### src/axi_mem_slave_pkg.sv
`default_nettype none

package axi_mem_slave_pkg;

    // ------------------------------------------------------------
    // Bus widths
    // ------------------------------------------------------------
    localparam int ADDR_WIDTH = 32;
    localparam int DATA_WIDTH = 32;
    localparam int ID_WIDTH   = 3;

    // One response queue per read ID
    localparam int N_IDS = 1 << ID_WIDTH;

    typedef logic [ADDR_WIDTH-1:0] addr_t;
    typedef logic [DATA_WIDTH-1:0] data_t;
    typedef logic [ID_WIDTH-1:0]   id_t;

    // ------------------------------------------------------------
    // Ready generator
    // ------------------------------------------------------------
    typedef logic [15:0] lfsr_t;

    // Non-zero start value, the all-zero state would lock up
    localparam lfsr_t LFSR_SEED = 16'hACE1;

endpackage

`default_nettype wire

### src/ready_lfsr.sv
`timescale 1ns/1ns
`default_nettype none

module ready_lfsr (
    input  wire logic                clk,
    input  wire logic                rst,
    output logic                     aw_allow,
    output logic                     w_allow,
    output logic                     ar_allow,
    output axi_mem_slave_pkg::id_t   start_id
);

    axi_mem_slave_pkg::lfsr_t state;

    // Fibonacci LFSR, taps 15 13 12 10
    always_ff @(posedge clk) begin
        if (rst) begin
            state <= axi_mem_slave_pkg::LFSR_SEED;
        end else begin
            state <= {state[14:0], state[15] ^ state[13] ^ state[12] ^ state[10]};
        end
    end

    // OR of two bits gives about three cycles in four
    always_ff @(posedge clk) begin
        if (rst) begin
            ar_allow <= 1'b0;
            aw_allow <= 1'b0;
            w_allow  <= 1'b0;
        end else begin
            ar_allow <= state[0] | state[1];
            aw_allow <= state[2] | state[3];
            w_allow  <= state[4] | state[5];
        end
    end

    assign start_id = state[axi_mem_slave_pkg::ID_WIDTH-1:0];

endmodule

`default_nettype wire

### config.mk
export PLATFORM = sky130hd
export DESIGN_NAME = ready_lfsr
export DESIGN_NICKNAME = d
export VERILOG_FILES = /design/src/axi_mem_slave_pkg.sv /design/src/ready_lfsr.sv
export SDC_FILE = /design/constraint.sdc
export NUM_CORES = 1
export LEC_CHECK = 0
export BUFFER_PORTS_ARGS = -buffer_cell sky130_fd_sc_hd__buf_2
export CORE_UTILIZATION = 35
export CTS_CLUSTER_DIAMETER = 120
export DETAILED_ROUTE_END_ITERATION = 6
export MAX_ROUTING_LAYER = met4
export SYNTH_ARGS = -nofsm -noshare
export SYNTH_HDL_FRONTEND = slang
export SYNTH_SLANG_ARGS = --single-unit
### constraint.sdc
create_clock -name clk -period 2.1 [get_ports clk]
set_clock_uncertainty 0.1 [all_clocks]
set_input_delay 0.315 -clock clk [delete_from_list [all_inputs] [get_ports clk]]
set_output_delay 0.315 -clock clk [all_outputs]
set_load 0.02 [all_outputs]
==> impl_metrics.ini, run 1 <==
[timing]
finalSetupViolCount = 0
slew_headroom = 0.8349
rsz0062_at_grt = false
fmax_mhz = 799.2
hold_violations = 0
tightest_slew_ns = 0.2477
setup_ws_ns = 0.8487
tns_ns = 0
fin_crit_sh = 0.5959
worst_hold_slack_ns = 0.2474
fin_crit_ns = 1.251
slew_viol_final = 0

[synth]
synth_async_sr_flop_share = 0
syn_inst = 48
syn_avg_cell_area_um2 = 11.89
synth_area_leaders = dfxtp_1 67%, and2b_1 7.9%, or2_1 6.6%
yosysMostFrequentCell = dfxtp_1
synth-seq-cells = 19
ys.flop_type = dfxtp_1
synth_warnings = 0
ys_seq_area_frac = 0.6667
synth_edf_count = 0
syn_area_um2 = 570.5
synth_top_area_frac = 0.6667
synthesis.nets = 50
synth_top_area_cell = dfxtp_1
ys_types = 11
synth_commonest_cells = 19 x dfxtp_1, 6 x and2b_1, 6 x nor2_1, 6 x or2_1, 3 x buf_4

[placed_design]
post-place-ws_ns = 1.048
place_area_um2 = 591.8
numPortBuffers = 7
routabilityCongestion = 0.6503

[clock_tree]
cts_tree = built
clkSlewWorstSetupHoldPaths_ns = 0.10
cts.path.max_buffers = 2
clk_latency_ns = 0.29
root_buffer = clkbuf_4
htreeDepth = 1
cts_setup_buffers = 0
hold_buffers = 0
cts_resized = 0
cts_made_buffers = 3
clock-sinks = 19

[route]
wl_um = 658
postRouteAntennaNets = 0
wire_per_inst_um = 9.268
via_per_inst = 4.014
drtIter0Drc = 2
vias = 285
drtPass1Iterations = 2
drcViolationCount = 0

[power_and_ir_drop]
power_density_mw_per_mm2 = 1024
leakage_uw = 0.0002806
vdd_drop_max_uv = 430.2

[run]
drv_cap = 0

[finish]
diodes = 0
final_core_util = 0.4111
nets = 58
areaGrowthSynthToFinish_pct = 8.553
finish.instance_area_um2 = 619.3
final_layout_size_suffix_gt1_frac = 0.2182

[global_route]
grt_start_max_net_pins = 20
globalRoute.totalOverflow = 0
grt_pass1_wl_um = 1221
grt_usage = 0.1006
grt_pass1_vias = 271
antenna_found_initial = 0

[setup_path]
cpMaxStageDelayCell = dfxtp_1
max_stage_delay_ns = 0.37
r2r-start = state[10]
critPathRequiredTime_ns = 1.68
end_kind = output port
cp-start-kind = register
crit_family = flip-flops
worstPathArrival_ns = 0.84
cp-startpoint = state[2]
crit_chain = buf_2
criticalPathCategory = register to output port
path_buf_inv = 1
critPathMaxFanout = 3

[hold_path]
hp-class = primary input to register
min_from = rst

[floorplan]
die_area_mm2 = 0.001796
rows = 14
die_h_um = 42.38
ios = 8
die_w_um = 42.38
core_area_mm2 = 0.001506
initial_utilization = 0.3787

[outcome]
status = completed
power by group:
group | switching [uW] | internal [uW] | total, uW
registers | 10.6 | 387 | 398
logic | 31.9 | 26.2 | 58.1
clock network | 108 | 70.9 | 179
total | 150 | 484 | 634
cell type report:
type	instances	area, um^2
timing repair buffer	7	35.03
clock inverter	1	5.005
sequential	19	380.4
multi-input combinational	25	156.4
clock buffer	3	22.52
fill	151	887.1
tap	16	20.02
worst paths after layout:
kind                       to  slack (ns)  cells past startpoint
setup / recovery  start_id[2]        0.85                      1
hold / removal       aw_allow        0.25                      2
setup reg to reg     state[0]        1.17                      3
hold reg to reg     state[10]        0.32                      1
layer usage:
layer,routed length [um],global-route usage
met1,340,0.1148
met2,278,0.1323
met3,40,0.06466
met4,0,0.05625
met5,0,-
worst register-to-register path, stage by stage, from the launching register on:
cell,delay (ns)
dfxtp_1,0.36
xor2_1,0.17
xnor2_1,0.13
nand2b_1,0.07
stage by stage:
stage          std cells  power [uW]
3_3_place_gp          67       464.1
3_5_place_dp          67       465.4
6_report              71       634.2
2_1_floorplan         48       457.9
4_1_cts               71       647.5
5_1_grt               71       672.9
kinds of logic after synthesis:
family / count (synthesis) / share of synthesized area
AND/OR/NAND/NOR: 22 / 0.2281
flip-flops: 19 / 0.6667
buffers and inverters: 4 / 0.05921
XOR/XNOR: 3 / 0.04606
placed cells by master (no fill, tap or decap), drive strengths merged:
cell,count
and2b,6
buf,7
clkbuf,3
clkinv,1
dfxtp,19
nand2b,1
nor2,6
nor2b,2
or2,7
xnor2,1
xor2,2
state kept, by name, summed over array words and instances, names as in the netlist:
register  cells
ar_allow      1
state        16
w_allow       1
aw_allow      1
No activity file was read; power rests on OpenSTA's default activity.
==> inputs of run 2 (changes only) <==
==> constraint.sdc (replaced) <==
create_clock -name clk -period 1.2 [get_ports clk]
set_clock_uncertainty 0.1 [all_clocks]
set_input_delay 0.18 -clock clk [delete_from_list [all_inputs] [get_ports clk]]
set_output_delay 0.18 -clock clk [all_outputs]
set_load 0.02 [all_outputs]
==> run 2 against run 1 <==
Net effect: power grew 73%; first-iteration DRC count shrank 100%; core utilization is the same; clock power grew 70%; register-to-register slack lost 0.88 ns; final cell count is the same; non-clock buffer count is the same; via count grew 6.3%; die area is the same; combinational power grew 74%; largest cell class unchanged.
==> impl_metrics.ini, run 2 (same netlist as run 1, synthesis figures left out) <==
[floorplan]
ios = 8
die_h_um = 42.38
die_w_um = 42.38
rows = 14
initial_utilization = 0.3787
core_area_mm2 = 0.001506
die_area_mm2 = 0.001796

[global_route]
grt_usage = 0.09926
antenna_found_initial = 0
grt_start_max_net_pins = 20
grt_pass1_vias = 282
globalRoute.totalOverflow = 0
grt_pass1_wl_um = 1200

[clock_tree]
cts_tree = built
cts_made_buffers = 3
clk_latency_ns = 0.29
htreeDepth = 1
hold_buffers = 0
cts.path.max_buffers = 2
clkSlewWorstSetupHoldPaths_ns = 0.10
cts_setup_buffers = 0
cts_resized = 0
clock-sinks = 19
root_buffer = clkbuf_4

[power_and_ir_drop]
total_power_uw = 1100
clkPwrFrac = 0.276
swShare = 0.2300
power.switching_uw = 253.0
p_comb_frac = 0.092
leakage_uw = 0.0002806
vdd_drop_max_uv = 1066
p_int_uw = 846.6
power_density_mw_per_mm2 = 1775
pwr-share-seq = 0.632

[setup_path]
crit_chain = buf_2
max_stage_delay_ns = 0.36
path_buf_inv = 1
criticalPathCategory = register to output port
worstPathArrival_ns = 0.82
cp-start-kind = register
cpMaxStageDelayCell = dfxtp_1
r2r_setup_slack_ns = 0.29
critPathRequiredTime_ns = 0.92
end_kind = output port
crit_family = flip-flops
critPathMaxFanout = 3

[run]
drv_cap = 0

[timing]
tns_ns = 0
fmax_mhz = 911.6
slew_viol_final = 0
slew_headroom = 0.8327
worst_hold_slack_ns = 0.1198
fin_crit_ns = 1.097
tightest_slew_ns = 0.2510
fin_crit_sh = 0.9142
rsz0062_at_grt = false
finalSetupViolCount = 0
hold_violations = 0

[hold_path]
hp-class = primary input to register

[route]
via_per_inst = 4.268
wire_per_inst_um = 8.620
drcViolationCount = 0
postRouteAntennaNets = 0
vias = 303
wl_um = 612
drtPass1Iterations = 1
drtIter0Drc = 0

[finish]
largest_register_ffs = 16
top_register = state
n_fill_cell = 156
diodes = 0
areaGrowthSynthToFinish_pct = 8.553
final_common_cell = dfxtp_1
final_core_util = 0.4111
finish.instance_area_um2 = 619.3
final_cell_mix = 19 x dfxtp_1, 7 x buf_2, 6 x or2_1, 6 x and2b_1, 6 x nor2_1
nets = 58
final_layout_size_suffix_gt1_frac = 0.2182

[placed_design]
place_area_um2 = 591.8
numPortBuffers = 7
routabilityCongestion = 0.6971
dp_hpwl_um = 400

[outcome]
status = completed
==> run 2: cell counts in the layout (fill, tap and decap cells not counted) <==
No cell type changed its count.
==> run 2: stage by stage <==
step	std cells	setup slack (ns)
after floorplan	48	0.3246
after global placement	67	0.2703
after detailed placement	67	0.2759
after CTS	71	0.08005
after global routing	71	0.01499
final	71	0.1030
==> run 2: cell type report <==
type	count	area (um^2)	area share
repair buffers	7	35.03	0.05657
clock inverters	1	5.005	0.008081
flip-flops and latches	19	380.4	0.6141
multi-input cells	25	156.4	0.2525
clock buffers	3	22.52	0.03636
well taps	16	20.02	0.03232
==> run 2: routing by layer <==
layer	GRT usage	vias to the layer above	share of wire
met4	0.03750	0	0.018
met3	0.06466	2	0.041
met5	-	-	0
met2	0.1415	5	0.43
met1	0.1108	137	0.50
li1	-	159	-
==> run 2: path summary, 6_finish.rpt <==
kind	startpoint	to	depth (start not counted)
setup / recovery	state[2]	start_id[2]	1
hold / removal	rst	aw_allow	2
setup reg to reg	state[13]	state[0]	3
hold reg to reg	state[9]	state[10]	1
==> run 2: power groups by stage <==
stage	Sequential [uW]	Combinational (uW)	Clock, uW
floorplan	718	83.4	0
global placement	710	102	0
detailed placement	711	102	0
CTS	696	103	325
global route	703	113	354
finish	695	101	304
==> inputs of run 3 (changes only) <==
--- a/config.mk
+++ b/config.mk
@@ -7,9 +7,11 @@
 export LEC_CHECK = 0
 export BUFFER_PORTS_ARGS = -buffer_cell sky130_fd_sc_hd__buf_2
 export CORE_UTILIZATION = 35
+export CTS_BUF_LIST = sky130_fd_sc_hd__clkbuf_4
 export CTS_CLUSTER_DIAMETER = 120
 export DETAILED_ROUTE_END_ITERATION = 6
 export MAX_ROUTING_LAYER = met4
 export SYNTH_ARGS = -nofsm -noshare
 export SYNTH_HDL_FRONTEND = slang
 export SYNTH_SLANG_ARGS = --single-unit
+export TNS_END_PERCENT = 50
==> constraint.sdc (replaced) <==
create_clock -name clk -period 1.28 [get_ports clk]
set_clock_uncertainty 0.1 [all_clocks]
set_input_delay 0.192 -clock clk [delete_from_list [all_inputs] [get_ports clk]]
set_output_delay 0.192 -clock clk [all_outputs]
set_load 0.02 [all_outputs]
==> run 3 against run 2 <==
Net effect: die area unchanged; flip-flop and latch count did not move; non-clock buffer count is the same; clock power hardly changed; core utilization up 0.17 points; highest routed layer unchanged.
==> impl_metrics.ini, run 3 (same netlist as run 1, synthesis figures left out) <==
[outcome]
status = completed

[setup_path]
criticalPathCategory = register to output port
critPathRequiredTime_ns = 0.99
cp-start-kind = register
crit_chain = buf_2
worstPathArrival_ns = 0.81
end_kind = output port
max_stage_delay_ns = 0.36
crit_family = flip-flops
critPathMaxFanout = 3
path_buf_inv = 1
cpMaxStageDelayCell = dfxtp_1

[finish]
areaGrowthSynthToFinish_pct = 8.991
regArea_um2 = 380.4
diodes = 0
final_common_cell = dfxtp_1
largest_register_ffs = 16
nets = 58
top_register = state
final_core_util = 0.4128
final_layout_size_suffix_gt1_frac = 0.2182
n_fill_cell = 151
final_cell_mix = 19 x dfxtp_1, 7 x buf_2, 6 x or2_1, 6 x and2b_1, 6 x nor2_1
multiInputGateArea_um2 = 156.4

[placed_design]
routabilityCongestion = 0.6712
numPortBuffers = 7
dp_hpwl_um = 374.5

[clock_tree]
cts_made_buffers = 3
cts.path.max_buffers = 2
cts_tree = built
root_buffer = clkbuf_4
clkSlewWorstSetupHoldPaths_ns = 0.10
hold_buffers = 0
clock-sinks = 19
cts_setup_buffers = 0
cts_resized = 0
htreeDepth = 1
clk_latency_ns = 0.28

[route]
drcViolationCount = 0
wire_per_inst_um = 8.549
postRouteAntennaNets = 0
via_per_inst = 4.056
vias = 288
wl_um = 607
drtPass1Iterations = 1
drtIter0Drc = 0

[global_route]
grt_start_max_net_pins = 20
globalRoute.totalOverflow = 0
grt_pass1_wl_um = 986
antenna_found_initial = 0
grt_pass1_vias = 239
grt_usage = 0.07841

[power_and_ir_drop]
clkPwrFrac = 0.290
vdd_drop_max_uv = 1172
power_density_mw_per_mm2 = 1691
pwr-share-seq = 0.620
power.switching_uw = 231.8
leakage_uw = 0.0002812
p_int_uw = 819.8
p_comb_frac = 0.090
swShare = 0.2204

[floorplan]
die_area_mm2 = 0.001796
core_area_mm2 = 0.001506
rows = 14
die_w_um = 42.38
initial_utilization = 0.3787
ios = 8
die_h_um = 42.38

[timing]
slew_headroom = 0.8319
fin_crit_sh = 0.8642
finalSetupViolCount = 0
slew_viol_final = 0
hold_violations = 0
rsz0062_at_grt = false
fin_crit_ns = 1.106
fmax_mhz = 904.0
tns_ns = 0
tightest_slew_ns = 0.2522

[run]
drv_cap = 0

[hold_path]
hp-class = primary input to register
-- run 3: cell count changes in the layout (fill, tap and decap cells not counted) --
cell	previous run	this run
clkbuf_4	3	4
clkinv_2	1	0
-- run 3: through the flow --
| step | cells | power (uW) | setup slack, ns | hold slack, ns | instance area, um^2 |
|---|---|---|---|---|---|
| 2_1_floorplan | 48 | 751.2 | 0.4046 | 0.1636 | 570.5 |
| 3_3_place_gp | 67 | 761.3 | 0.3565 | 0.2887 | 591.8 |
| 3_5_place_dp | 67 | 762.1 | 0.3519 | 0.2955 | 591.8 |
| 4_1_cts | 71 | 1065 | 0.1603 | 0.1389 | 621.8 |
| 5_1_grt | 71 | 1098 | 0.1233 | 0.1462 | 621.8 |
| 6_report | 71 | 1052 | 0.1738 | 0.1393 | 621.8 |
-- run 3: routing by layer --
layer	share of wire	GRT usage	vias up	wire length (um)
met5	0	-	-	0
met2	0.34	0.08923	7	207
met3	0.058	0.05172	2	35
met1	0.58	0.1035	125	353
met4	0.020	0.03750	0	12
li1	-	-	154	-
-- run 3: worst paths after layout --
check | start | endpoint | slack (ns) | cells after the start
worst max register to register | state[10] | state[0] | 0.35 | 3
worst min-delay path | rst | ar_allow | 0.14 | 2
worst min register to register | state[9] | state[10] | 0.31 | 1
worst max-delay path | state[2] | start_id[2] | 0.17 | 1
-- run 3: power by group through the flow --
stage / Combinational (uW) / Clock, uW / Sequential, uW
floorplan: 78.2 / 0 / 673
global placement: 95.2 / 0 / 666
detailed placement: 95.9 / 0 / 666
CTS: 96.5 / 316 / 653
global route: 105 / 335 / 658
finish: 94.9 / 305 / 652
-- run 3: final cells by class --
class / count / area share
Multi-Input combinational cell: 25 / 0.2515
Clock buffer: 4 / 0.04829
Timing Repair Buffer: 7 / 0.05634
Tap cell: 16 / 0.03219
Sequential cell: 19 / 0.6117
