**config.mk**
```make
export PLATFORM = sky130hd
export DESIGN_NAME = read_arbiter
export DESIGN_NICKNAME = d
export VERILOG_FILES = /design/src/axi_mem_slave_pkg.sv /design/src/read_arbiter.sv
export SDC_FILE = /design/constraint.sdc
export NUM_CORES = 1
export LEC_CHECK = 0
export BUFFER_PORTS_ARGS = -buffer_cell sky130_fd_sc_hd__buf_4
export CORE_AREA = 5 5 118 120
export DETAILED_ROUTE_END_ITERATION = 6
export DIE_AREA = 0 0 123 125
export PLACE_DENSITY = 0.7
export SLEW_MARGIN = 40
export SYNTH_ARGS = -nofsm -noshare
export SYNTH_HDL_FRONTEND = slang
export SYNTH_SLANG_ARGS = --single-unit
export TNS_END_PERCENT = 100
```
**constraint.sdc**
```tcl
create_clock -name clk -period 5.7 [get_ports clk]
set_input_delay 0.285 -clock clk [delete_from_list [all_inputs] [get_ports clk]]
set_output_delay 0.285 -clock clk [all_outputs]
set_load 0.05 [all_outputs]
```
**src/axi_mem_slave_pkg.sv**
```systemverilog
`default_nettype none

package axi_mem_slave_pkg;

    // ------------------------------------------------------------
    // Bus widths
    // ------------------------------------------------------------
    localparam int ADDR_WIDTH = 32;
    localparam int DATA_WIDTH = 32;
    localparam int ID_WIDTH   = 3;

    // One response queue per read ID
    localparam int N_IDS = 1 << ID_WIDTH;

    typedef logic [ADDR_WIDTH-1:0] addr_t;
    typedef logic [DATA_WIDTH-1:0] data_t;
    typedef logic [ID_WIDTH-1:0]   id_t;

    // ------------------------------------------------------------
    // Ready generator
    // ------------------------------------------------------------
    typedef logic [15:0] lfsr_t;

    // Non-zero start value, the all-zero state would lock up
    localparam lfsr_t LFSR_SEED = 16'hACE1;

endpackage

`default_nettype wire

```
**src/read_arbiter.sv**
```systemverilog
`timescale 1ns/1ns
`default_nettype none

module read_arbiter (
    input  wire logic                                               clk,
    input  wire logic                                               rst,
    input  wire logic [axi_mem_slave_pkg::N_IDS-1:0]                queue_valid,
    input  wire axi_mem_slave_pkg::data_t [axi_mem_slave_pkg::N_IDS-1:0] queue_data,
    input  wire axi_mem_slave_pkg::id_t                             start_id,
    input  wire logic                                               rready,
    output axi_mem_slave_pkg::data_t                                rdata,
    output axi_mem_slave_pkg::id_t                                  rid,
    output logic                                                    rvalid,
    output logic                                                    pop,
    output axi_mem_slave_pkg::id_t                                  pop_id
);

    logic found;
    logic out_free;
    axi_mem_slave_pkg::id_t sel_id;

    // ------------------------------------------------------------
    // Rotating-priority search
    // ------------------------------------------------------------
    // Walks upward from start_id; the 3-bit index wraps on its own
    always_comb begin
        axi_mem_slave_pkg::id_t idx;
        found  = 1'b0;
        sel_id = '0;
        idx    = start_id;
        for (int k = 0; k < axi_mem_slave_pkg::N_IDS; k++) begin
            if (!found && queue_valid[idx]) begin
                found  = 1'b1;
                sel_id = idx;
            end
            idx = idx + 1'b1;
        end
    end

    assign out_free = !rvalid || rready;

    // Head leaves its queue on the edge it is loaded
    assign pop    = out_free && found;
    assign pop_id = sel_id;

    // ------------------------------------------------------------
    // Response register
    // ------------------------------------------------------------
    always_ff @(posedge clk) begin
        if (rst) begin
            rvalid <= 1'b0;
        end else if (out_free) begin
            rvalid <= found;
        end
    end

    always_ff @(posedge clk) begin
        if (out_free && found) begin
            rdata <= queue_data[sel_id];
            rid   <= sel_id;
        end
    end

endmodule

`default_nettype wire

```
==> run metrics, run 1 <==
register share of total power 0.212; number of I/O pins 310; Maximum Capacitance Violations 0; ratio of routed vias to standard cells 5.246; number of clock sinks 36; actual transition at the worst max-transition pin 0.7416 ns; start point of the worst min-delay path rst; # resized after CTS 0; ranking of synthesized cells by area sky130_fd_sc_hd__edfxtp_1, sky130_fd_sc_hd__mux2i_1, sky130_fd_sc_hd__mux2_2, sky130_fd_sc_hd__a221oi_2, sky130_fd_sc_hd__buf_6; largest fanout of any net on the critical path 32; final net count 940; Post-synth EDFFs 35; Reg area 1071 um^2; antenna cell count 0; Achievable Freq 219.1 MHz; syn avg cell area 11.83 um^2; area added between synthesis and finish 56.16%; Main synth FF type sky130_fd_sc_hd__edfxtp_1; effective utilization at floorplan 0.3456; worst skew pair latency 0.27 ns; netlist area before placement 4449 um^2; aggregate global-route resource usage 0.2098; CTS Hold Bufs 0; Worst Hold Endpoint rvalid; class of the tightest hold or removal check in -> reg; combinational cell fraction of total power 0.664; net switching power 0.9367 mW; Final Max Tran Viols 0; DIE WIDTH 123 um; clock period minus final worst setup slack 4.564 ns; number of instances in the synthesized netlist 376; final routed DRC violation total 0; total power 2.077 mW; post-route fraction of the period consumed by the critical path 0.8008; hold-critical path depth 2; number of buffers created by CTS 5; post-CTS clock slew at the launch and capture registers of the worst setup and hold paths 0.06 ns; share of synthesized flip-flops with an asynchronous set or reset 0; vertical die dimension 125 um; initial detailed-routing violation count 145; CTS Root Buffer Type sky130_fd_sc_hd__clkbuf_16; leakage 3.177 nW; # Post-CTS Setup Buffers 0; total number of yosys warnings 0; area of the core 12870 um^2; Arrival @ worst endpoint 4.57 ns; Worst Clk Skew 0.003781 ns; via count of the first global-routing pass 4815; pin count of the biggest net entering global routing 67; setup violation total in the final timing report 0; number of register bits inferred by synthesis 36; Post-Route Setup TNS 0 ns; post-detailed-route count of antenna-violating nets 0; number of input and output port buffers inserted 309; category of the worst setup path launch point input pin; initial antenna violation count 0; grt ovf 0; DP Wirelength 14.09 mm; Cell Count, Final, Fillers Out 842; setup repair after global routing missed its margin false; share of cells above drive strength 1 0.6486; Pre-Repair DR Iteration Count 4; post-synthesis net count 650; last weighted congestion value of the routability-driven placer 0.8764; layout filler cell count 1154; total count of hold-check failures in the final report 0; global-route wire length before repair 25.55 mm; WS Path Type in -> reg; worst slew margin relative to its limit 0.5056; TritonCTS clock tree done; result of the run finished, final reports clean; count of unique library cells instantiated by Yosys 57; row count 42; # placed instances 834; cell count of the worst reg-to-reg path 3; combined area of the multi-input logic cells 3068 um^2; ratio of total power to cell area 299.0 nW/um^2; DR vias 4417; internal power consumption 1.140 mW; Worst setup EP type flop; deepest clock path buffer count 2; switching power share of the total 0.4509; Seq/Total Area, Yosys 0.2407; largest voltage drop on the vdd net 138.2 uV; H-tree depth 2; origin of the critical flop-to-flop path rvalid; average routed wire per standard cell 20.44 um; worst reg2reg setup slack 4.26 ns; area enclosed by the die boundary 15380 um^2; post-detailed-routing wire length 17.21 mm; fraction of synthesized cell area taken by the top area cell type 0.2362; data required time of the critical path 5.70 ns; endpoint of the lowest-slack register-to-register path rdata[10]; post-synth top area cell sky130_fd_sc_hd__edfxtp_1; Clk pwr share 0.124
-- per-layer routing --
layer / GRT usage / share of wire / wire (um) / vias to the layer above
met1: 0.2299 / 0.36 / 6247 / 2078
met3: 0.04517 / 0.086 / 1484 / 24
met4: 0.06450 / 0.026 / 443 / 0
met2: 0.3963 / 0.52 / 9033 / 205
met5: 0 / 0 / 0 / -
li1: - / - / - / 2110
-- worst max-delay path by stage --
stage | start | endpoint | slack (ns)
floorplan | start_id[0] | rdata[0] | 0.94
global placement | start_id[0] | rdata[3] | 1.06
detailed placement | start_id[0] | rdata[0] | 0.85
CTS | start_id[0] | rdata[0] | 1.15
global route | start_id[0] | rdata[30] | 0.83
finish | start_id[0] | rdata[0] | 1.14
-- through the flow --
step,hold WS (ns),worst slack (ns),util,instance area (um^2)
2_1_floorplan,0.3541,0.9428,-,4449
3_3_place_gp,0.4418,1.055,0.5271,6787
3_5_place_dp,0.4439,0.8492,0.5271,6787
4_1_cts,0.1550,1.146,0.5375,6920
5_1_grt,0.1560,0.8327,0.5397,6948
6_report,0.1629,1.136,0.5397,6948
-- power by group through the flow --
stage / clock network [mW] / logic, mW / registers (mW)
2_1_floorplan: 0 / 0.685 / 0.752
3_3_place_gp: 0 / 1.37 / 0.444
3_5_place_dp: 0 / 1.39 / 0.445
4_1_cts: 0.267 / 1.39 / 0.441
5_1_grt: 0.275 / 1.46 / 0.448
6_report: 0.258 / 1.38 / 0.440
-- state kept, by name, indices dropped and copies added, names as in the netlist --
| name | cells |
|---|---|
| rid | 3 |
| rdata | 32 |
| rvalid | 1 |
-- worst max-delay path, stage by stage --
cell and delay, ns:
sky130_fd_sc_hd__buf_4 0.24, sky130_fd_sc_hd__inv_1 0.29, sky130_fd_sc_hd__ha_1 0.76, sky130_fd_sc_hd__mux4_2 0.64
sky130_fd_sc_hd__mux2_2 0.36, sky130_fd_sc_hd__a211oi_1 0.24, sky130_fd_sc_hd__a22oi_1 0.13, sky130_fd_sc_hd__and3_1 0.24
sky130_fd_sc_hd__o31ai_4 0.39, sky130_fd_sc_hd__nand2_2 0.49, sky130_fd_sc_hd__o22ai_1 0.39, sky130_fd_sc_hd__a221oi_2 0.06
-- cell type report --
| cell class | instances | area share |
|---|---|---|
| Clock buffer | 6 | 0.01855 |
| Clock inverter | 1 | 0.0007203 |
| Inverter | 8 | 0.004322 |
| Multi-Input combinational cell | 298 | 0.4416 |
| Sequential cell | 36 | 0.1542 |
| Tap cell | 176 | 0.03169 |
| Timing Repair Buffer | 317 | 0.3490 |
-- cell usage in the layout (no fill, tap or decap), drive strengths merged, types with 2 or more instances in the layout --
cell type    n
a21oi        3
ha           4
xnor2        3
nor2        10
xnor3        2
inv          7
mux4         9
clkbuf       6
and2         2
clkinv       2
a221oi      33
o31ai        2
o22ai       33
edfxtp      35
a22oi        2
nor3b        3
nand2        7
nand2b       5
mux2        72
o21ai        7
mux2i       74
buf        317
xor2         5
nor3         4
-- synthesized netlist by cell type (7+ instances only) --
cell and count:
sky130_fd_sc_hd__a221oi_2 31, sky130_fd_sc_hd__buf_2 10, sky130_fd_sc_hd__buf_6 18, sky130_fd_sc_hd__edfxtp_1 35, sky130_fd_sc_hd__inv_1 7, sky130_fd_sc_hd__mux2_1 17, sky130_fd_sc_hd__mux2_2 54, sky130_fd_sc_hd__mux2i_1 74
sky130_fd_sc_hd__mux4_2 9, sky130_fd_sc_hd__nor2_1 9, sky130_fd_sc_hd__o21ai_0 7, sky130_fd_sc_hd__o22ai_1 32
-- cells by family (layout without fill, tap and decap cells) --
family | Yosys count | after routing | synth area share
xor gates and xnor gates | 10 | 10 | 0.02587
DFF | 36 | 36 | 0.2407
and+or+nand+nor | 38 | 38 | 0.05625
adders and majority gates | 4 | 4 | 0.01125
buffers and inverters | 42 | 332 | 0.07283
AOI/OAI and AO/OA | 91 | 91 | 0.1980
muxes | 155 | 155 | 0.3951
(Power assumes the default switching activity.)
==> inputs of run 2 (changes only) <==
ABC_AREA = 1   (was not set)
CORE_AREA = not set   (was 5 5 118 120)
CORE_ASPECT_RATIO = 1.25   (was not set)
CORE_MARGIN = 5   (was not set)
CORE_UTILIZATION = 42   (was not set)
DIE_AREA = not set   (was 0 0 123 125)
PLACE_DENSITY = 0.79   (was 0.7)
clock period = 4.1 ns   (was 5.7 ns; I/O delays follow)
==> run 2 against run 1 <==
  * Combinational power is 78% higher
  * Sequential power rose by 49%
  * Via count grew 71%
  * Sequential share of layout area decreased by 2.4 points
  * Critical path type is now in -> out
  * Largest cell class unchanged
  * Highest routed layer unchanged
==> run metrics, run 2 <==
number of clock sinks 36; ratio of routed vias to standard cells 4.901; post-CTS clock slew at the launch and capture registers of the worst setup and hold paths 0.05 ns; pin count of the biggest net entering global routing 129; # Post-CTS Setup Buffers 0; share of cells above drive strength 1 0.2592; max reg flops 32; Post-synth EDFFs 35; setup violation total in the final timing report 0; DIE WIDTH 114.7 um; vertical die dimension 140.9 um; Maximum Capacitance Violations 0; buffering stage count on the worst path with inverters included 5; via count of the first global-routing pass 6803; Final Max Tran Viols 0; post-detailed-route count of antenna-violating nets 0; Main synth FF type sky130_fd_sc_hd__edfxtp_1; grt ovf 0; global-route wire length before repair 34.68 mm; WS Path Type in -> out; deepest clock path buffer count 2; CTS Root Buffer Type sky130_fd_sc_hd__clkbuf_16; most frequent cells in the layout sky130_fd_sc_hd__nand2_1, sky130_fd_sc_hd__buf_4, sky130_fd_sc_hd__nand3_1, sky130_fd_sc_hd__inv_1, sky130_fd_sc_hd__edfxtp_1; post-detailed-routing wire length 22.95 mm; Pre-Repair DR Iteration Count 5; largest fanout of any net on the critical path 39; Arrival @ worst endpoint 3.36 ns; post-synth top area cell sky130_fd_sc_hd__nand3_1; effective utilization at floorplan 0.4313; Clk pwr share 0.106; switching power share of the total 0.5227; leading cell type in the layout, fill and taps excluded sky130_fd_sc_hd__nand2_1; ranking of synthesized cells by area sky130_fd_sc_hd__nand3_1, sky130_fd_sc_hd__nand2_1, sky130_fd_sc_hd__edfxtp_1, sky130_fd_sc_hd__inv_1, sky130_fd_sc_hd__buf_2; Achievable Freq 280.6 MHz; Hold Slack 0.1707 ns; total number of yosys warnings 0; average routed wire per standard cell 14.93 um; count leader, synth sky130_fd_sc_hd__nand2_1; H-tree depth 2; Post-Route Setup TNS 0 ns; internal power consumption 1.663 mW; initial detailed-routing violation count 596; number of instances in the synthesized netlist 1098; netlist area before placement 5758 um^2; clock period minus final worst setup slack 3.564 ns; register share of total power 0.188; row count 47; stage delay of the slowest cell on the critical path 0.48 ns; # resized after CTS 0; layout filler cell count 1369; final standard cell utilization of the core 0.6177; leakage 5.319 nW; result of the run finished, final reports clean; largest delay contributor family on the critical path simple AND/OR/NAND/NOR gates; setup repair after global routing missed its margin false; total count of hold-check failures in the final report 0; last weighted congestion value of the routability-driven placer 0.8913; aggregate global-route resource usage 0.2663; commonest cells in the synthesized netlist sky130_fd_sc_hd__nand2_1, sky130_fd_sc_hd__nand3_1, sky130_fd_sc_hd__inv_1; DP Wirelength 17.66 mm; post-synthesis net count 1372; cell type of the slowest stage on the worst timing path sky130_fd_sc_hd__ha_1; number of input and output port buffers inserted 309; syn avg cell area 5.244 um^2; antenna cell count 0; area enclosed by the die boundary 16170 um^2; CTS Hold Bufs 0; worst skew pair latency 0.28 ns; post-route fraction of the period consumed by the critical path 0.8694; category of the worst setup path launch point input pin; final net count 1640; ratio of total power to cell area 422.5 nW/um^2; worst reg2reg setup slack 2.85 ns; area added between synthesis and finish 43.20%; fraction of synthesized cell area taken by the top area cell type 0.2677; total power 3.484 mW; initial antenna violation count 0; TritonCTS clock tree done; number of buffers created by CTS 5; count of unique library cells instantiated by Yosys 25; Seq/Total Area, Yosys 0.1860; number of register bits inferred by synthesis 36; area of the core 13350 um^2; DR vias 7533; class of the tightest hold or removal check in -> reg; actual transition at the worst max-transition pin 0.5685 ns; data required time of the critical path 3.89 ns; worst slew margin relative to its limit 0.6210; Worst setup EP type output pin; largest voltage drop on the vdd net 259.1 uV; Worst Clk Skew 0.004941 ns; registers with the most flip-flops rdata: 32 flops, rid: 3 flops, rvalid: 1 flops; Largest Register rdata; net switching power 1.821 mW; cells traversed along the worst timing path buf_4 > inv_2 > ha_1 > inv_1 > nand3_1 > nand3_1 > nand2_1 > nor2_4 > nand3_2 > nor2_4 > nand3_2 > nor2_4 > nand3_1 > nand2_2 > buf_4 > buf_4; share of synthesized flip-flops with an asynchronous set or reset 0; number of I/O pins 310; combinational cell fraction of total power 0.706; final routed DRC violation total 0
run 2: worst register-to-register path, cell delays in order (launching register included):
cell and delay (ns):
sky130_fd_sc_hd__dfxtp_1 0.31, sky130_fd_sc_hd__nand2_1 0.09, sky130_fd_sc_hd__a21boi_4 0.19, sky130_fd_sc_hd__buf_4 0.33
run 2: cell families (layout without fill, tap and decap cells):
group	after synthesis	count (layout)	share of synthesized area
buf+inv	341	609	0.2534
flops	36	36	0.1860
compound gates	11	11	0.01152
fa+ha+maj	4	4	0.008692
simple gates	704	704	0.5374
xor+xnor	2	2	0.003043
run 2: final cells by class:
cell class	instances	area, um^2	area share
Tap cell	171	214.0	0.02595
Clock inverter	1	5.005	0.0006070
Multi-Input combinational cell	721	3273	0.3970
Clock buffer	6	128.9	0.01563
Timing Repair Buffer	325	2514	0.3049
Sequential cell	36	1071	0.1299
Inverter	277	1040	0.1261
run 2: per-layer routing:
layer | up-vias | global-route usage | wire length (um)
li1 | 3857 | - | -
met1 | 3336 | 0.3115 | 8679
met2 | 293 | 0.4716 | 11520
met3 | 47 | 0.05615 | 1919
met4 | 0 | 0.1014 | 826
met5 | - | 0 | 0
run 2: path summary, 6_finish.rpt:
| path | start | depth (start not counted) | to |
|---|---|---|---|
| min | rst | 3 | rvalid |
| max reg2reg | rvalid | 3 | rdata[2] |
| min reg2reg | rvalid | 3 | rvalid |
| max | start_id[0] | 16 | pop_id[1] |
run 2: power by group through the flow:
stage / clock (mW) / combinational (mW) / sequential [mW]
finish: 0.369 / 2.46 / 0.655
global route: 0.394 / 2.69 / 0.669
detailed placement: 0 / 2.47 / 0.663
global placement: 0 / 2.44 / 0.662
floorplan: 0 / 1.20 / 1.19
CTS: 0.379 / 2.47 / 0.656
run 2: metrics by stage:
step                      cells  area (um^2)  worst slack [ns]
after CTS                  1537         8245            0.5456
after floorplan            1098         5762            0.4832
final                      1537         8245            0.5356
after detailed placement   1530         8112            0.3560
after global routing       1537         8245            0.2040
after global placement     1528         8085            0.2274
==> inputs of run 3 (changes only) <==
BUFFER_PORTS_ARGS = -buffer_cell sky130_fd_sc_hd__buf_2   (was -buffer_cell sky130_fd_sc_hd__buf_4)
==> run 3 against run 2 <==
  * Critical endpoint is now pop_id[0]
  * Die area stayed put
  * Sequential power hardly changed
  * Final cell count is 0.20% higher
  * Worst hold slack worse by 0.0051 ns
  * Largest cell class unchanged
==> run metrics, run 3 (synthesis gave the netlist of run 2 again) <==
Maximum Capacitance Violations 0; most frequent cells in the layout sky130_fd_sc_hd__nand2_1, sky130_fd_sc_hd__buf_2, sky130_fd_sc_hd__nand3_1, sky130_fd_sc_hd__inv_1, sky130_fd_sc_hd__edfxtp_1; final worst-path setup slack 0.3763 ns; worst skew pair latency 0.28 ns; DIE WIDTH 114.7 um; WS Path Type in -> out; setup violation total in the final timing report 0; CTS Hold Bufs 0; number of clock sinks 36; actual transition at the worst max-transition pin 0.5488 ns; vertical die dimension 140.9 um; DR vias 7613; grt ovf 0; category of the worst setup path launch point input pin; worst slew margin relative to its limit 0.6327; global-route wire length before repair 33.64 mm; setup repair after global routing missed its margin false; final net count 1642; class of the tightest hold or removal check in -> reg; result of the run finished, final reports clean; row count 47; final routed DRC violation total 0; largest delay contributor family on the critical path simple AND/OR/NAND/NOR gates; number of input and output port buffers inserted 309; Cell Area, Placed 7367 um^2; post-route fraction of the period consumed by the critical path 0.9082; antenna cell count 0; effective utilization at floorplan 0.4313; ratio of total power to cell area 445.5 nW/um^2; Final Max Tran Viols 0; final standard cell utilization of the core 0.5623; number of buffers created by CTS 5; post-CTS clock slew at the launch and capture registers of the worst setup and hold paths 0.06 ns; aggregate global-route resource usage 0.2547; Worst Clk Skew 0.008024 ns; cell area after layout 7506 um^2; # Post-CTS Setup Buffers 0; pin count of the biggest net entering global routing 129; Cell Count, Final, Fillers Out 1540; cell type of the slowest stage on the worst timing path sky130_fd_sc_hd__ha_1; data required time of the critical path 3.89 ns; initial antenna violation count 0; largest voltage drop on the vdd net 296.5 uV; Achievable Freq 268.6 MHz; max reg flops 32; clock period minus final worst setup slack 3.724 ns; Worst setup EP type output pin; initial detailed-routing violation count 780; # resized after CTS 0; area enclosed by the die boundary 16170 um^2; area of the core 13350 um^2; average routed wire per standard cell 14.42 um; via count of the first global-routing pass 6741; deepest clock path buffer count 2; Pre-Repair DR Iteration Count 5; last weighted congestion value of the routability-driven placer 1.015; post-detailed-routing wire length 22.21 mm; post-detailed-route count of antenna-violating nets 0; share of cells above drive strength 1 0.2608; cells traversed along the worst timing path buf_2 > inv_2 > ha_1 > inv_1 > nand3_1 > nand3_1 > nand2_1 > nor2_4 > nand3_2 > nor2_4 > nand3_2 > inv_2 > nand2_2 > nand2_1 > nand2_4 > nand2_4 > buf_12 > buf_2; Arrival @ worst endpoint 3.52 ns; layout filler cell count 1420; area added between synthesis and finish 30.36%; stage delay of the slowest cell on the critical path 0.48 ns; CTS Root Buffer Type sky130_fd_sc_hd__clkbuf_16; registers with the most flip-flops rdata: 32 flops, rid: 3 flops, rvalid: 1 flops; buffering stage count on the worst path with inverters included 6; # placed instances 1532; leading cell type in the layout, fill and taps excluded sky130_fd_sc_hd__nand2_1; H-tree depth 2; number of I/O pins 310; Largest Register rdata; Post-Route Setup TNS 0 ns; largest fanout of any net on the critical path 32; ratio of routed vias to standard cells 4.944; minimum setup slack after placement 0.2448 ns; leakage 5.073 nW; total count of hold-check failures in the final report 0; TritonCTS clock tree done; DP Wirelength 17.15 mm
[run 3: routing by layer]
| metal | GRT usage | wire length, um | up-vias |
|---|---|---|---|
| met1 | 0.3098 | 8484 | 3333 |
| met2 | 0.4578 | 11310 | 365 |
| met3 | 0.03515 | 1797 | 46 |
| met5 | 0 | 0 | - |
| li1 | - | - | 3869 |
| met4 | 0.08282 | 623 | 0 |
[run 3: path summary, 6_finish.rpt]
check	from	slack (ns)	end	cells past startpoint
worst max-delay path	start_id[0]	0.38	pop_id[0]	18
worst min-delay path	rst	0.17	rvalid	3
worst max register to register	rvalid	2.70	rdata[30]	3
worst min register to register	rvalid	0.62	rvalid	3
[run 3: layout make-up]
class | instances | area [um^2] | share of cell area
sequential | 36 | 1071 | 0.1427
clock buffer | 5 | 125.1 | 0.01667
tap | 171 | 214.0 | 0.02850
multi-input combinational | 721 | 3273 | 0.4361
timing repair buffer | 327 | 1769 | 0.2357
inverter | 277 | 1040 | 0.1385
clock inverter | 3 | 13.76 | 0.001834
[run 3: report_power, final]
part | internal (mW) | switching (mW)
Combinational | 0.675 | 1.63
Clock | 0.221 | 0.155
Sequential | 0.608 | 0.0492
[run 3: metrics by stage]
step / power, mW / hold slack [ns]
2_1_floorplan: 2.390 / 0.3512
5_1_grt: 3.594 / 0.1737
3_5_place_dp: 2.965 / 0.4594
4_1_cts: 3.355 / 0.1586
6_report: 3.344 / 0.1656
3_3_place_gp: 2.944 / 0.4458
[run 3: worst min-delay path: stages]
cell,delay (ns)
sky130_fd_sc_hd__buf_2,0.08
sky130_fd_sc_hd__a31o_2,0.09
sky130_fd_sc_hd__inv_1,0.03
