### src/axi_mem_slave_pkg.sv
`default_nettype none

package axi_mem_slave_pkg;

    // ------------------------------------------------------------
    // Bus widths
    // ------------------------------------------------------------
    localparam int ADDR_WIDTH = 32;
    localparam int DATA_WIDTH = 32;
    localparam int ID_WIDTH   = 3;

    // One response queue per read ID
    localparam int N_IDS = 1 << ID_WIDTH;

    typedef logic [ADDR_WIDTH-1:0] addr_t;
    typedef logic [DATA_WIDTH-1:0] data_t;
    typedef logic [ID_WIDTH-1:0]   id_t;

    // ------------------------------------------------------------
    // Ready generator
    // ------------------------------------------------------------
    typedef logic [15:0] lfsr_t;

    // Non-zero start value, the all-zero state would lock up
    localparam lfsr_t LFSR_SEED = 16'hACE1;

endpackage

`default_nettype wire

### src/sync_fifo.sv
`timescale 1ns/1ns
`default_nettype none

module sync_fifo #(
    parameter int WIDTH      = 32,
    parameter int FIFO_DEPTH = 16
) (
    input  wire logic             clk,
    input  wire logic             rst,
    input  wire logic             push,
    input  wire logic [WIDTH-1:0] push_data,
    input  wire logic             pop,
    output logic      [WIDTH-1:0] head,
    output logic                  empty,
    output logic                  full
);

    localparam int PTR_W = $clog2(FIFO_DEPTH);

    logic [WIDTH-1:0] mem [FIFO_DEPTH];

    // Extra top bit tells a full FIFO from an empty one
    logic [PTR_W:0] wr_ptr;
    logic [PTR_W:0] rd_ptr;

    assign empty = (wr_ptr == rd_ptr);
    assign full  = (wr_ptr[PTR_W] != rd_ptr[PTR_W]) &&
                   (wr_ptr[PTR_W-1:0] == rd_ptr[PTR_W-1:0]);

    assign head = mem[rd_ptr[PTR_W-1:0]];

    always_ff @(posedge clk) begin
        if (rst) begin
            wr_ptr <= '0;
            rd_ptr <= '0;
        end else begin
            if (push && !full) begin
                wr_ptr <= wr_ptr + 1'b1;
            end
            if (pop && !empty) begin
                rd_ptr <= rd_ptr + 1'b1;
            end
        end
    end

    // Storage itself
    always_ff @(posedge clk) begin
        if (push && !full) begin
            mem[wr_ptr[PTR_W-1:0]] <= push_data;
        end
    end

endmodule

`default_nettype wire

### src/write_join.sv
`timescale 1ns/1ns
`default_nettype none

module write_join #(
    parameter int MEM_DEPTH  = 256,
    parameter int FIFO_DEPTH = 16
) (
    input  wire logic                       clk,
    input  wire logic                       rst,
    input  wire axi_mem_slave_pkg::addr_t   awaddr,
    input  wire logic                       awvalid,
    input  wire axi_mem_slave_pkg::data_t   wdata,
    input  wire logic                       wvalid,
    input  wire logic                       aw_allow,
    input  wire logic                       w_allow,
    input  wire logic                       bready,
    output logic                            awready,
    output logic                            wready,
    output logic                            bvalid,
    output logic                            mem_we,
    output logic [$clog2(MEM_DEPTH)-1:0]    mem_waddr,
    output axi_mem_slave_pkg::data_t        mem_wdata
);

    axi_mem_slave_pkg::addr_t addr_head;
    logic addr_empty;
    logic addr_full;
    logic data_empty;
    logic data_full;
    logic resp_issue;
    // Responses owed to the master
    logic [15:0] owed;

    // ------------------------------------------------------------
    // Channel buffers
    // ------------------------------------------------------------
    assign awready = aw_allow && !addr_full;
    assign wready  = w_allow && !data_full;

    sync_fifo #(
        .WIDTH      (axi_mem_slave_pkg::ADDR_WIDTH),
        .FIFO_DEPTH (FIFO_DEPTH)
    ) addr_fifo (
        .clk       (clk),
        .rst       (rst),
        .push      (awvalid && awready),
        .push_data (awaddr),
        .pop       (mem_we),
        .head      (addr_head),
        .empty     (addr_empty),
        .full      (addr_full)
    );

    sync_fifo #(
        .WIDTH      (axi_mem_slave_pkg::DATA_WIDTH),
        .FIFO_DEPTH (FIFO_DEPTH)
    ) data_fifo (
        .clk       (clk),
        .rst       (rst),
        .push      (wvalid && wready),
        .push_data (wdata),
        .pop       (mem_we),
        .head      (mem_wdata),
        .empty     (data_empty),
        .full      (data_full)
    );

    // ------------------------------------------------------------
    // Commit and write response
    // ------------------------------------------------------------
    assign mem_we    = !addr_empty && !data_empty;
    assign mem_waddr = addr_head[$clog2(MEM_DEPTH)-1:0];

    // New response goes out when the output slot is free
    assign resp_issue = (!bvalid || bready) && (owed != '0);

    always_ff @(posedge clk) begin
        if (rst) begin
            owed   <= '0;
            bvalid <= 1'b0;
        end else begin
            owed <= owed + {15'd0, mem_we} - {15'd0, resp_issue};
            if (!bvalid || bready) begin
                bvalid <= resp_issue;
            end
        end
    end

endmodule

`default_nettype wire

### config.mk
export PLATFORM = sky130hd
export DESIGN_NAME = write_join
export DESIGN_NICKNAME = d
export VERILOG_FILES = /design/src/axi_mem_slave_pkg.sv /design/src/sync_fifo.sv /design/src/write_join.sv
export SDC_FILE = /design/constraint.sdc
export NUM_CORES = 1
export LEC_CHECK = 0
export ABC_CLOCK_PERIOD_IN_PS = 6000
export BUFFER_PORTS_ARGS = -buffer_cell sky130_fd_sc_hd__buf_2
export CAP_MARGIN = 15
export CORE_MARGIN = 3
export CORE_UTILIZATION = 45
export DETAILED_ROUTE_END_ITERATION = 12
export PLACE_DENSITY = 0.67
export SYNTH_ARGS = -nofsm -noshare
export SYNTH_HDL_FRONTEND = slang
export SYNTH_SLANG_ARGS = --single-unit
### constraint.sdc
create_clock -name clk -period 6 [get_ports clk]
set_clock_uncertainty 0.15 [all_clocks]
set_input_delay 0.9 -clock clk [delete_from_list [all_inputs] [get_ports clk]]
set_output_delay 0.9 -clock clk [all_outputs]
set_load 0.005 [all_outputs]
==> impl_metrics.env, run 1 <==
export IMPL_run_status="complete, no violations"
export IMPL_ys_top_cells_by_count="640 x edfxtp_1, 200 x mux4_2, 45 x dfxtp_1, 34 x inv_1, 34 x nor2_1"
export IMPL_drive_above_1_share=0.312
export IMPL_slew_headroom=0.261
export IMPL_drc_violations_left=0
export IMPL_worstPathRequired_ns=4.95
export IMPL_synthMuxAreaShare=0.171
export IMPL_power_per_cell_area_nw_per_um2=358
export IMPL_clock_insertion_delay_worst_skew_ns=0.60
export IMPL_start_kind="flop"
export IMPL_vias=12403
export IMPL_p_sw_frac=0.230
export IMPL_synth_top_area_cell="edfxtp_1"
export IMPL_timing_rr_end="owed[14]"
export IMPL_synth_area_in_simple_gates=0.0259
export IMPL_post_synth_inst_count=1235
export IMPL_setup_failing_eps_final=0
export IMPL_avgViaCountPerCell=5.66
export IMPL_synth_area_leaders="edfxtp_1 71%, mux4_2 17%, dfxtp_1 3.3%"
export IMPL_route_antenna_remaining_nets=0
export IMPL_synth_area_um2=26900
export IMPL_core_rowCount=89
export IMPL_synth_cell_types=59
export IMPL_ys_seq_elements=685
export IMPL_total_leakage_power_nw=9.74
export IMPL_synth_adder_area_share=0.0161
export IMPL_worstHoldPathType="reg2reg"
export IMPL_nets=1470
export IMPL_boundaryPins=115
export IMPL_design_die_area_um2=62800
export IMPL_timing_critical_path_to_type="output pin"
export IMPL_syn_mean_instance_area_um2=21.8
export IMPL_ys_async_sr_fraction=0
export IMPL_antenna_violations_before_repair=7
export IMPL_synthMostInstantiatedCell="edfxtp_1"
export IMPL_wl_um=53500
export IMPL_power_switching_mw=2.51
export IMPL_grt_start_max_net_pins=68
export IMPL_power_share_clock=0.391
export IMPL_grt_setup_unrepaired="no"
export IMPL_dominant_combinational_cell_family_by_area_after_synthesis="multiplexers"
export IMPL_postCtsResizedCells=0
export IMPL_arrival_ns=3.20
export IMPL_place_gp_congestion=0.756
export IMPL_ir_drop_mv=0.193
export IMPL_avgRoutedWirePerCell_um=24.4
export IMPL_holdBufCountCts=0
export IMPL_rr_startpoint="data_fifo.wr_ptr[0]"
export IMPL_initial_utilization=0.456
export IMPL_first_iter_violations=989
export IMPL_synth_xor_area_share=0.00873
export IMPL_grt_overflow=0
export IMPL_fmax_mhz=235
export IMPL_first_pass_iters=5
export IMPL_report_final_hold_viol_count=0
export IMPL_cts_post_setup_buffers_inserted=0
export IMPL_use_met2=0.292
export IMPL_cts_sinks=685
export IMPL_grt_total_usage=0.175
export IMPL_synth_edf_count=640
export IMPL_min_period_over_period=0.709
export IMPL_proportion_of_power_drawn_by_flip_flops_and_latches=0.490
export IMPL_reg2regPathDepth=12
export IMPL_cp_endpoint="mem_wdata[2]"
export IMPL_grt_use_met1=0.235
export IMPL_buffers_from_clock_root_to_sink_at_most=3
export IMPL_synth_compound_area_frac=0.0156
export IMPL_gr_max_usage_layer="met2"
export IMPL_numPortBuffers=90
export IMPL_floorplan_die_width_um=251
export IMPL_part_of_the_yosys_area_used_for_sequential_elements=0.747
export IMPL_cts_max_level=3
export IMPL_cts_made_buffers=71
export IMPL_chipHeight_um=251
export IMPL_relative_contribution_of_combinational_cells_to_total_power=0.119
export IMPL_pre_cts_slack_ns=2.19
export IMPL_yosysWarnings=0
export IMPL_place_hpwl_um=28100
export IMPL_timing_max_cap_violations=0
export IMPL_worst_slew_pin_transition_ns=1.11
export IMPL_grt_pass1_vias=13311
export IMPL_maxSlewViolCount=0
export IMPL_clk_slew_on_worst_s_h_paths_ns=0.06
export IMPL_grt_first_pass_wirelength_um=82000
export IMPL_global_route_usage_met3=0.0342
export IMPL_cts_root_buffer_cell="clkbuf_16"
export IMPL_reg2reg_setup_slack_ns=2.20
export IMPL_period_minus_slack_ns=4.25
export IMPL_synthesis_nets=1340
export IMPL_placeableCoreArea_um2=59100
export IMPL_critical_setup_path_class="reg2out"
export IMPL_cell_internal_pwr_mw=8.42
export IMPL_timing_final_ws_setup_ns=1.75
export IMPL_timing_hold_ws_ns=0.344
export IMPL_fin_setup_tns_ns=0
export IMPL_crit_fanout=67
export IMPL_synth_top_flop_cell="edfxtp_1"
export IMPL_syn2layout_area_growth_pct=13.6
export IMPL_post_synth_top_area_fraction=0.713
export IMPL_tritoncts="built"
-- cells in the final DEF (no fill, tap or decap), types with 3 or more instances in the layout --
master        n
edfxtp_1    640
mux4_2      200
buf_2        90
clkbuf_16    73
dfxtp_1      39
inv_1        34
nor2_1       34
ha_1         33
a21oi_1      20
buf_4        20
clkinv_1     17
clkbuf_1     16
nor2b_1      14
xnor2_1      14
and3_2       14
and3_1       14
nand2_1      13
xor2_1       11
nor3_1        9
nand3_1       7
o21ai_1       6
or3_1         6
o21ai_0       6
bufinv_16     6
nand2b_1      4
mux2i_1       4
mux2_2        4
clkinv_2      4
nand4_1       3
a21boi_0      3
and2_1        3
dfxtp_4       3
dfxtp_2       3
inv_6         3
clkinvlp_4    3
buf_12        3
-- how the worst min path moves through the flow --
stage | from | to | slack, ns | cells past startpoint
2_1_floorplan | bvalid | bvalid | 0.33 | 2
3_3_place_gp | bvalid | bvalid | 0.33 | 2
3_5_place_dp | bvalid | bvalid | 0.34 | 2
4_1_cts | bvalid | bvalid | 0.35 | 2
5_1_grt | bvalid | bvalid | 0.38 | 2
6_report | bvalid | bvalid | 0.34 | 2
-- power groups by stage --
stage / combinational (mW) / clock (mW) / sequential (mW)
2_1_floorplan: 1.02 / 0 / 5.43
3_3_place_gp: 1.27 / 0 / 5.46
3_5_place_dp: 1.30 / 0 / 5.47
4_1_cts: 1.31 / 4.37 / 5.37
5_1_grt: 1.45 / 4.57 / 5.37
6_report: 1.30 / 4.28 / 5.36
-- critical path, cell delays in order, from the launching register on --
cell	delay [ns]
dfxtp_4	1.06
buf_12	0.44
mux4_2	0.39
mux4_2	0.52
buf_2	0.16
-- cell families (layout without fill, tap and decap cells) --
group,count (synthesis),count (layout)
AO/OA/AOI/OAI,61,61
XOR/XNOR,26,26
adder cells (fa/ha/maj),34,34
buffers and inverters,90,273
flip-flops,685,685
multiplexers,209,209
other,0,1
AND/OR/NAND/NOR,130,130
-- per-layer routing --
layer	part of all wire	wire [um]
met2	0.51	27300
met4	0.016	879
met3	0.058	3120
met5	0.00079	42
met1	0.41	22200
-- state kept, by name, indices dropped and copies added, names as in the netlist, named ones only --
name and flops:
owed 16, addr_fifo.wr_ptr 5, data_fifo.wr_ptr 5, data_fifo.rd_ptr 5
addr_fifo.rd_ptr 5, addr_fifo.mem 128, data_fifo.mem 512, bvalid 1
-- stage by stage --
stage                util  instance area, um^2  power [mW]  cells
floorplan               -                26900        6.45   1235
global placement    0.479                28300        6.74   2065
detailed placement  0.479                28300        6.77   2065
CTS                 0.517                30600        11.0   2191
global route        0.517                30600        11.4   2191
finish              0.517                30600        10.9   2192
-- area by class of cell --
type                            count  area [um^2]
Tap cell                          773          967
Timing Repair Buffer              113          661
Inverter                           34          128
Fill cell                        4512        28500
Clock buffer                       89         1890
Sequential cell                   685        20100
Antenna cell                        1         2.50
Clock inverter                     37          388
Multi-Input combinational cell    460         6420
Note: power is estimated with default switching activity, not from simulation.
==> run 2, diff against run 1 <==
Settings changed: ABC_CLOCK_PERIOD_IN_PS 6000 to 4400.
Clock period 6 ns to 4.4 ns, I/O delays scaled along.
==> run 2 against run 1 <==
Compared with the run above:
- worst hold slack lost 0.12 ns
- non-clock buffer count grew 8
- cell area is essentially flat
- highest routed layer unchanged
- final cell count grew 0.27%
- sequential power grew 37%
==> impl_metrics.env, run 2 (synthesis gave the netlist of run 1 again) <==
export IMPL_cts_made_buffers=71
export IMPL_place_gp_congestion=0.742
export IMPL_avgRoutedWirePerCell_um=24.8
export IMPL_drc_violations_left=0
export IMPL_power_total_mw=14.8
export IMPL_largest_register_ffs=512
export IMPL_cell_internal_pwr_mw=11.4
export IMPL_timing_critical_path_slowest_cell_delay_ns=0.71
export IMPL_drive_above_1_share=0.314
export IMPL_total_leakage_power_nw=9.77
export IMPL_cts_root_buffer_cell="clkbuf_16"
export IMPL_numPortBuffers=90
export IMPL_fin_setup_tns_ns=0
export IMPL_cts_post_setup_buffers_inserted=0
export IMPL_pre_cts_slack_ns=0.625
export IMPL_buffers_from_clock_root_to_sink_at_most=3
export IMPL_critical_path_most_common_cell="inv_1"
export IMPL_antenna_violations_before_repair=6
export IMPL_proportion_of_power_drawn_by_flip_flops_and_latches=0.494
export IMPL_period_minus_slack_ns=3.82
export IMPL_timing_hold_ws_ns=0.225
export IMPL_cp_cell_sequence="xor2_1, nor4_2, a22o_4, inv_1, ha_1, inv_1, fa_1, nor2b_1, o211ai_1, a21oi_1, o32ai_1, mux2_2"
export IMPL_nets=1478
export IMPL_final_cells=2198
export IMPL_postCtsResizedCells=0
export IMPL_timing_critical_path_to_type="flop"
export IMPL_design_die_area_um2=62800
export IMPL_relative_contribution_of_combinational_cells_to_total_power=0.121
export IMPL_holdPathEnd="bvalid"
export IMPL_place_hpwl_um=30700
export IMPL_grt_start_max_net_pins=50
export IMPL_placed_area_um2=28400
export IMPL_mostFrequentLayoutCells="640 x edfxtp_1, 200 x mux4_2, 90 x buf_2"
export IMPL_cts_max_level=3
export IMPL_p_sw_frac=0.233
export IMPL_grt_setup_unrepaired="no"
export IMPL_fill_cells=4519
export IMPL_timing_max_cap_violations=0
export IMPL_chipHeight_um=251
export IMPL_wl_um=54500
export IMPL_timing_hold_worst_start="bready"
export IMPL_core_rowCount=89
export IMPL_first_pass_iters=5
export IMPL_hold_path_depth=3
export IMPL_boundaryPins=115
export IMPL_setup_failing_eps_final=0
export IMPL_arrival_ns=4.15
export IMPL_grt_pass1_vias=12952
export IMPL_timing_final_ws_setup_ns=0.580
export IMPL_clk_slew_on_worst_s_h_paths_ns=0.06
export IMPL_initial_utilization=0.456
export IMPL_placeableCoreArea_um2=59100
export IMPL_worstPathRequired_ns=4.73
export IMPL_worstHoldPathType="in2reg"
export IMPL_reg2reg_setup_slack_ns=0.58
export IMPL_route_antenna_remaining_nets=0
export IMPL_holdBufCountCts=0
export IMPL_avgViaCountPerCell=5.67
export IMPL_report_final_hold_viol_count=0
export IMPL_critical_setup_path_class="reg2reg"
export IMPL_syn2layout_area_growth_pct=13.7
export IMPL_reg2regPathDepth=12
export IMPL_power_per_cell_area_nw_per_um2=484
export IMPL_power_switching_mw=3.45
export IMPL_grt_first_pass_wirelength_um=81900
export IMPL_critPathTopFamily="compound AO/OA/AOI/OAI gates"
export IMPL_layout_cells_most_common="edfxtp_1"
export IMPL_dp_cells=2073
export IMPL_worstPathBufferInverterCount=2
export IMPL_grt_total_usage=0.176
export IMPL_clock_insertion_delay_worst_skew_ns=0.60
export IMPL_min_period_over_period=0.868
export IMPL_stdcell_area_um2=30600
export IMPL_critical_path_slowest_cell="nor4_2"
export IMPL_tritoncts="built"
export IMPL_rr_startpoint="data_fifo.wr_ptr[1]"
export IMPL_ir_drop_mv=0.331
export IMPL_timing_rr_end="owed[14]"
export IMPL_grt_overflow=0
export IMPL_worst_slew_pin_transition_ns=1.10
export IMPL_power_share_clock=0.385
export IMPL_vias=12470
export IMPL_layout_core_utilization=0.518
export IMPL_maxSlewViolCount=0
export IMPL_slew_headroom=0.267
export IMPL_fmax_mhz=262
export IMPL_floorplan_die_width_um=251
export IMPL_start_kind="flop"
export IMPL_cts_sinks=685
export IMPL_run_status="complete, no violations"
export IMPL_crit_fanout=17
export IMPL_first_iter_violations=1137
[run 2: cell count changes in the layout (fill, tap and decap cells not counted), sizes merged]
cell and delta:
inv -3, diode +2, bufinv -2, clkinvlp -2, clkinv +1, clkbuf +2
buf +8
[run 2: metal layers]
metal  track usage  wire [um]  share of wire
met1         0.241      22800           0.42
met2         0.291      27500           0.51
met3        0.0340       3000          0.055
met4        0.0508       1170          0.021
met5             0         23        0.00042
[run 2: final cells by class]
| cell class | count | area, um^2 | share of cell area |
|---|---|---|---|
| sequential | 685 | 20100 | 0.658 |
| antenna | 3 | 7.51 | 0.000245 |
| clock buffer | 91 | 1890 | 0.0619 |
| multi-input combinational | 460 | 6420 | 0.210 |
| timing repair buffer | 121 | 758 | 0.0248 |
| tap | 773 | 967 | 0.0316 |
| clock inverter | 31 | 302 | 0.00985 |
| inverter | 34 | 128 | 0.00417 |
[run 2: power groups by stage]
stage / logic, mW / clock network [mW] / registers (mW)
after floorplan: 1.38 / 0 / 7.41
after global placement: 1.75 / 0 / 7.46
after detailed placement: 1.79 / 0 / 7.46
after CTS: 1.80 / 5.84 / 7.32
after global routing: 1.99 / 6.11 / 7.33
final: 1.79 / 5.71 / 7.32
[run 2: worst reg2reg max path, cell delays in order, from the launching register on]
cell,delay (ns)
dfxtp_1,0.36
xor2_1,0.19
nor4_2,0.71
a22o_4,0.33
inv_1,0.10
ha_1,0.25
inv_1,0.08
fa_1,0.19
nor2b_1,0.08
o211ai_1,0.30
a21oi_1,0.22
o32ai_1,0.38
mux2_2,0.37
[run 2: how the worst max path moves through the flow]
stage | startpoint | slack, ns | cells after the start | endpoint
after floorplan | data_fifo.wr_ptr[3] | 0.49 | 6 | data_fifo.mem[3][0]
after global placement | data_fifo.wr_ptr[1] | 0.67 | 12 | owed[14]
after detailed placement | data_fifo.wr_ptr[1] | 0.62 | 12 | owed[14]
after CTS | flop | 0.49 | 4 | mem_wdata[11]
after global routing | data_fifo.wr_ptr[0] | 0.35 | 12 | owed[14]
final | data_fifo.wr_ptr[1] | 0.58 | 12 | owed[14]
==> run 3, diff against run 2 <==
Settings changed: CELL_PAD_IN_SITES_DETAIL_PLACEMENT set to 2, CELL_PAD_IN_SITES_GLOBAL_PLACEMENT set to 2, PLACE_DENSITY 0.67 to 0.8.
==> run 3 against run 2 <==
Compared with the run above:
- flip-flop and latch count is the same
- worst hold slack lost 0.031 ns
- first-iteration DRC count rose by 35%
- worst setup slack got worse by 0.32 ns
- die area stayed put
- register-to-register slack lost 0.32 ns
- critical path depth decreased by 2
- sequential share of layout area decreased by 0.46 points
- count of clock-buffer cells in the layout shrank 2
- global-route usage rose by 8.2 points
- maximum frequency down 7.7%
- wire length increased by 45%
- largest cell class unchanged
- largest power group unchanged
- highest routed layer unchanged
==> impl_metrics.env, run 3 (synthesis gave the netlist of run 1 again) <==
export IMPL_mostFrequentLayoutCells="640 x edfxtp_1, 200 x mux4_2, 90 x buf_2"
export IMPL_nets=1492
export IMPL_setup_failing_eps_final=0
export IMPL_syn2layout_area_growth_pct=14.4
export IMPL_proportion_of_power_drawn_by_flip_flops_and_latches=0.473
export IMPL_timing_max_cap_violations=0
export IMPL_place_gp_congestion=0.738
export IMPL_grt_setup_unrepaired="no"
export IMPL_place_hpwl_um=46600
export IMPL_design_die_area_um2=62800
export IMPL_maxSlewViolCount=0
export IMPL_start_kind="flop"
export IMPL_report_final_hold_viol_count=0
export IMPL_floorplan_die_width_um=251
export IMPL_fin_setup_tns_ns=0
export IMPL_worstHoldPathType="in2reg"
export IMPL_placeableCoreArea_um2=59100
export IMPL_fill_cells=5007
export IMPL_hold_path_depth=3
export IMPL_core_rowCount=89
export IMPL_timing_final_ws_setup_ns=0.262
export IMPL_run_status="complete, no violations"
export IMPL_cts_max_level=3
export IMPL_chipHeight_um=251
export IMPL_drc_violations_left=0
export IMPL_cts_post_setup_buffers_inserted=0
export IMPL_slew_headroom=0.307
export IMPL_power_switching_mw=3.94
export IMPL_postCtsResizedCells=0
export IMPL_crit_fanout=17
export IMPL_power_per_cell_area_nw_per_um2=502
export IMPL_tritoncts="built"
export IMPL_grt_pass1_vias=15148
export IMPL_clk_slew_on_worst_s_h_paths_ns=0.06
export IMPL_avgRoutedWirePerCell_um=35.6
export IMPL_cts_sinks=685
export IMPL_drive_above_1_share=0.329
export IMPL_worst_slew_pin_transition_ns=1.04
export IMPL_critical_setup_path_class="reg2reg"
export IMPL_reg2regPathDepth=10
export IMPL_largest_register_ffs=512
export IMPL_arrival_ns=4.46
export IMPL_p_sw_frac=0.255
export IMPL_initial_utilization=0.456
export IMPL_pre_cts_slack_ns=0.433
export IMPL_timing_critical_path_to_type="flop"
export IMPL_buffers_from_clock_root_to_sink_at_most=3
export IMPL_grt_first_pass_wirelength_um=116000
export IMPL_grt_start_max_net_pins=50
export IMPL_total_leakage_power_nw=9.89
export IMPL_period_minus_slack_ns=4.14
export IMPL_vias=13693
export IMPL_first_iter_violations=1533
export IMPL_power_share_clock=0.399
export IMPL_route_antenna_remaining_nets=0
export IMPL_cell_internal_pwr_mw=11.5
export IMPL_numPortBuffers=90
export IMPL_fmax_mhz=242
export IMPL_avgViaCountPerCell=6.16
export IMPL_cts_root_buffer_cell="clkbuf_16"
export IMPL_antenna_violations_before_repair=7
export IMPL_cts_made_buffers=73
export IMPL_grt_total_usage=0.259
export IMPL_clock_insertion_delay_worst_skew_ns=0.61
export IMPL_min_period_over_period=0.940
export IMPL_holdBufCountCts=0
export IMPL_relative_contribution_of_combinational_cells_to_total_power=0.128
export IMPL_grt_overflow=0
export IMPL_wl_um=79000
export IMPL_worstPathRequired_ns=4.72
export IMPL_layout_cells_most_common="edfxtp_1"
export IMPL_first_pass_iters=5
export IMPL_ir_drop_mv=0.231
export IMPL_boundaryPins=115
[run 3: changes by cell type in the layout (fill, tap and decap cells not counted), sizes merged]
cell	previous run	this run
inv	35	39
bufinv	4	5
diode	3	2
buf	121	133
clkbuf	91	89
clkinv	25	32
clkinvlp	1	5
[run 3: path summary, 6_finish.rpt]
kind,startpoint,to,slack (ns)
worst min register to register,bvalid,bvalid,0.37
worst max-delay path,addr_fifo.wr_ptr[3],owed[15],0.26
worst max register to register,addr_fifo.wr_ptr[3],owed[15],0.26
worst min-delay path,bready,bvalid,0.19
[run 3: worst max-delay path, cell delays in order (launching register included)]
cell	delay [ns]
dfxtp_1	0.52
xor2_1	0.15
nor4_2	0.71
a22o_4	0.40
inv_1	0.11
ha_1	0.26
a211oi_2	0.36
o311ai_2	0.17
a311oi_1	0.62
a2bb2oi_1	0.18
mux2_1	0.37
[run 3: through the flow]
step | power, mW | util | hold WS, ns | instances | area [um^2]
3_5_place_dp | 9.40 | 0.482 | 0.350 | 2085 | 28500
2_1_floorplan | 8.79 | - | 0.331 | 1235 | 26900
6_report | 15.5 | 0.521 | 0.194 | 2223 | 30800
4_1_cts | 15.6 | 0.521 | 0.156 | 2221 | 30800
3_3_place_gp | 9.25 | 0.482 | 0.337 | 2085 | 28500
5_1_grt | 16.1 | 0.521 | 0.161 | 2223 | 30800
[run 3: power by group through the flow]
stage | clock, mW | combinational (mW) | sequential (mW)
floorplan | 0 | 1.38 | 7.41
global placement | 0 | 1.81 | 7.45
detailed placement | 0 | 1.94 | 7.46
CTS | 6.29 | 2.00 | 7.33
global route | 6.53 | 2.20 | 7.34
finish | 6.17 | 1.99 | 7.32
[run 3: cell type report]
type	instances	area (um^2)	share of cell area
diodes	2	5.00	0.000162
clock buffers	89	1920	0.0622
clock inverters	47	404	0.0131
inverters	34	128	0.00414
multi-input cells	460	6420	0.208
flip-flops and latches	685	20100	0.653
well taps	773	967	0.0314
repair buffers	133	848	0.0275
[run 3: metal layers]
layer / up-vias / part of all wire / track usage
li1: 5453 / - / -
met1: 7549 / 0.41 / 0.353
met3: 131 / 0.053 / 0.0406
met4: 6 / 0.028 / 0.0770
met5: - / 0.00059 / 0
met2: 554 / 0.51 / 0.434
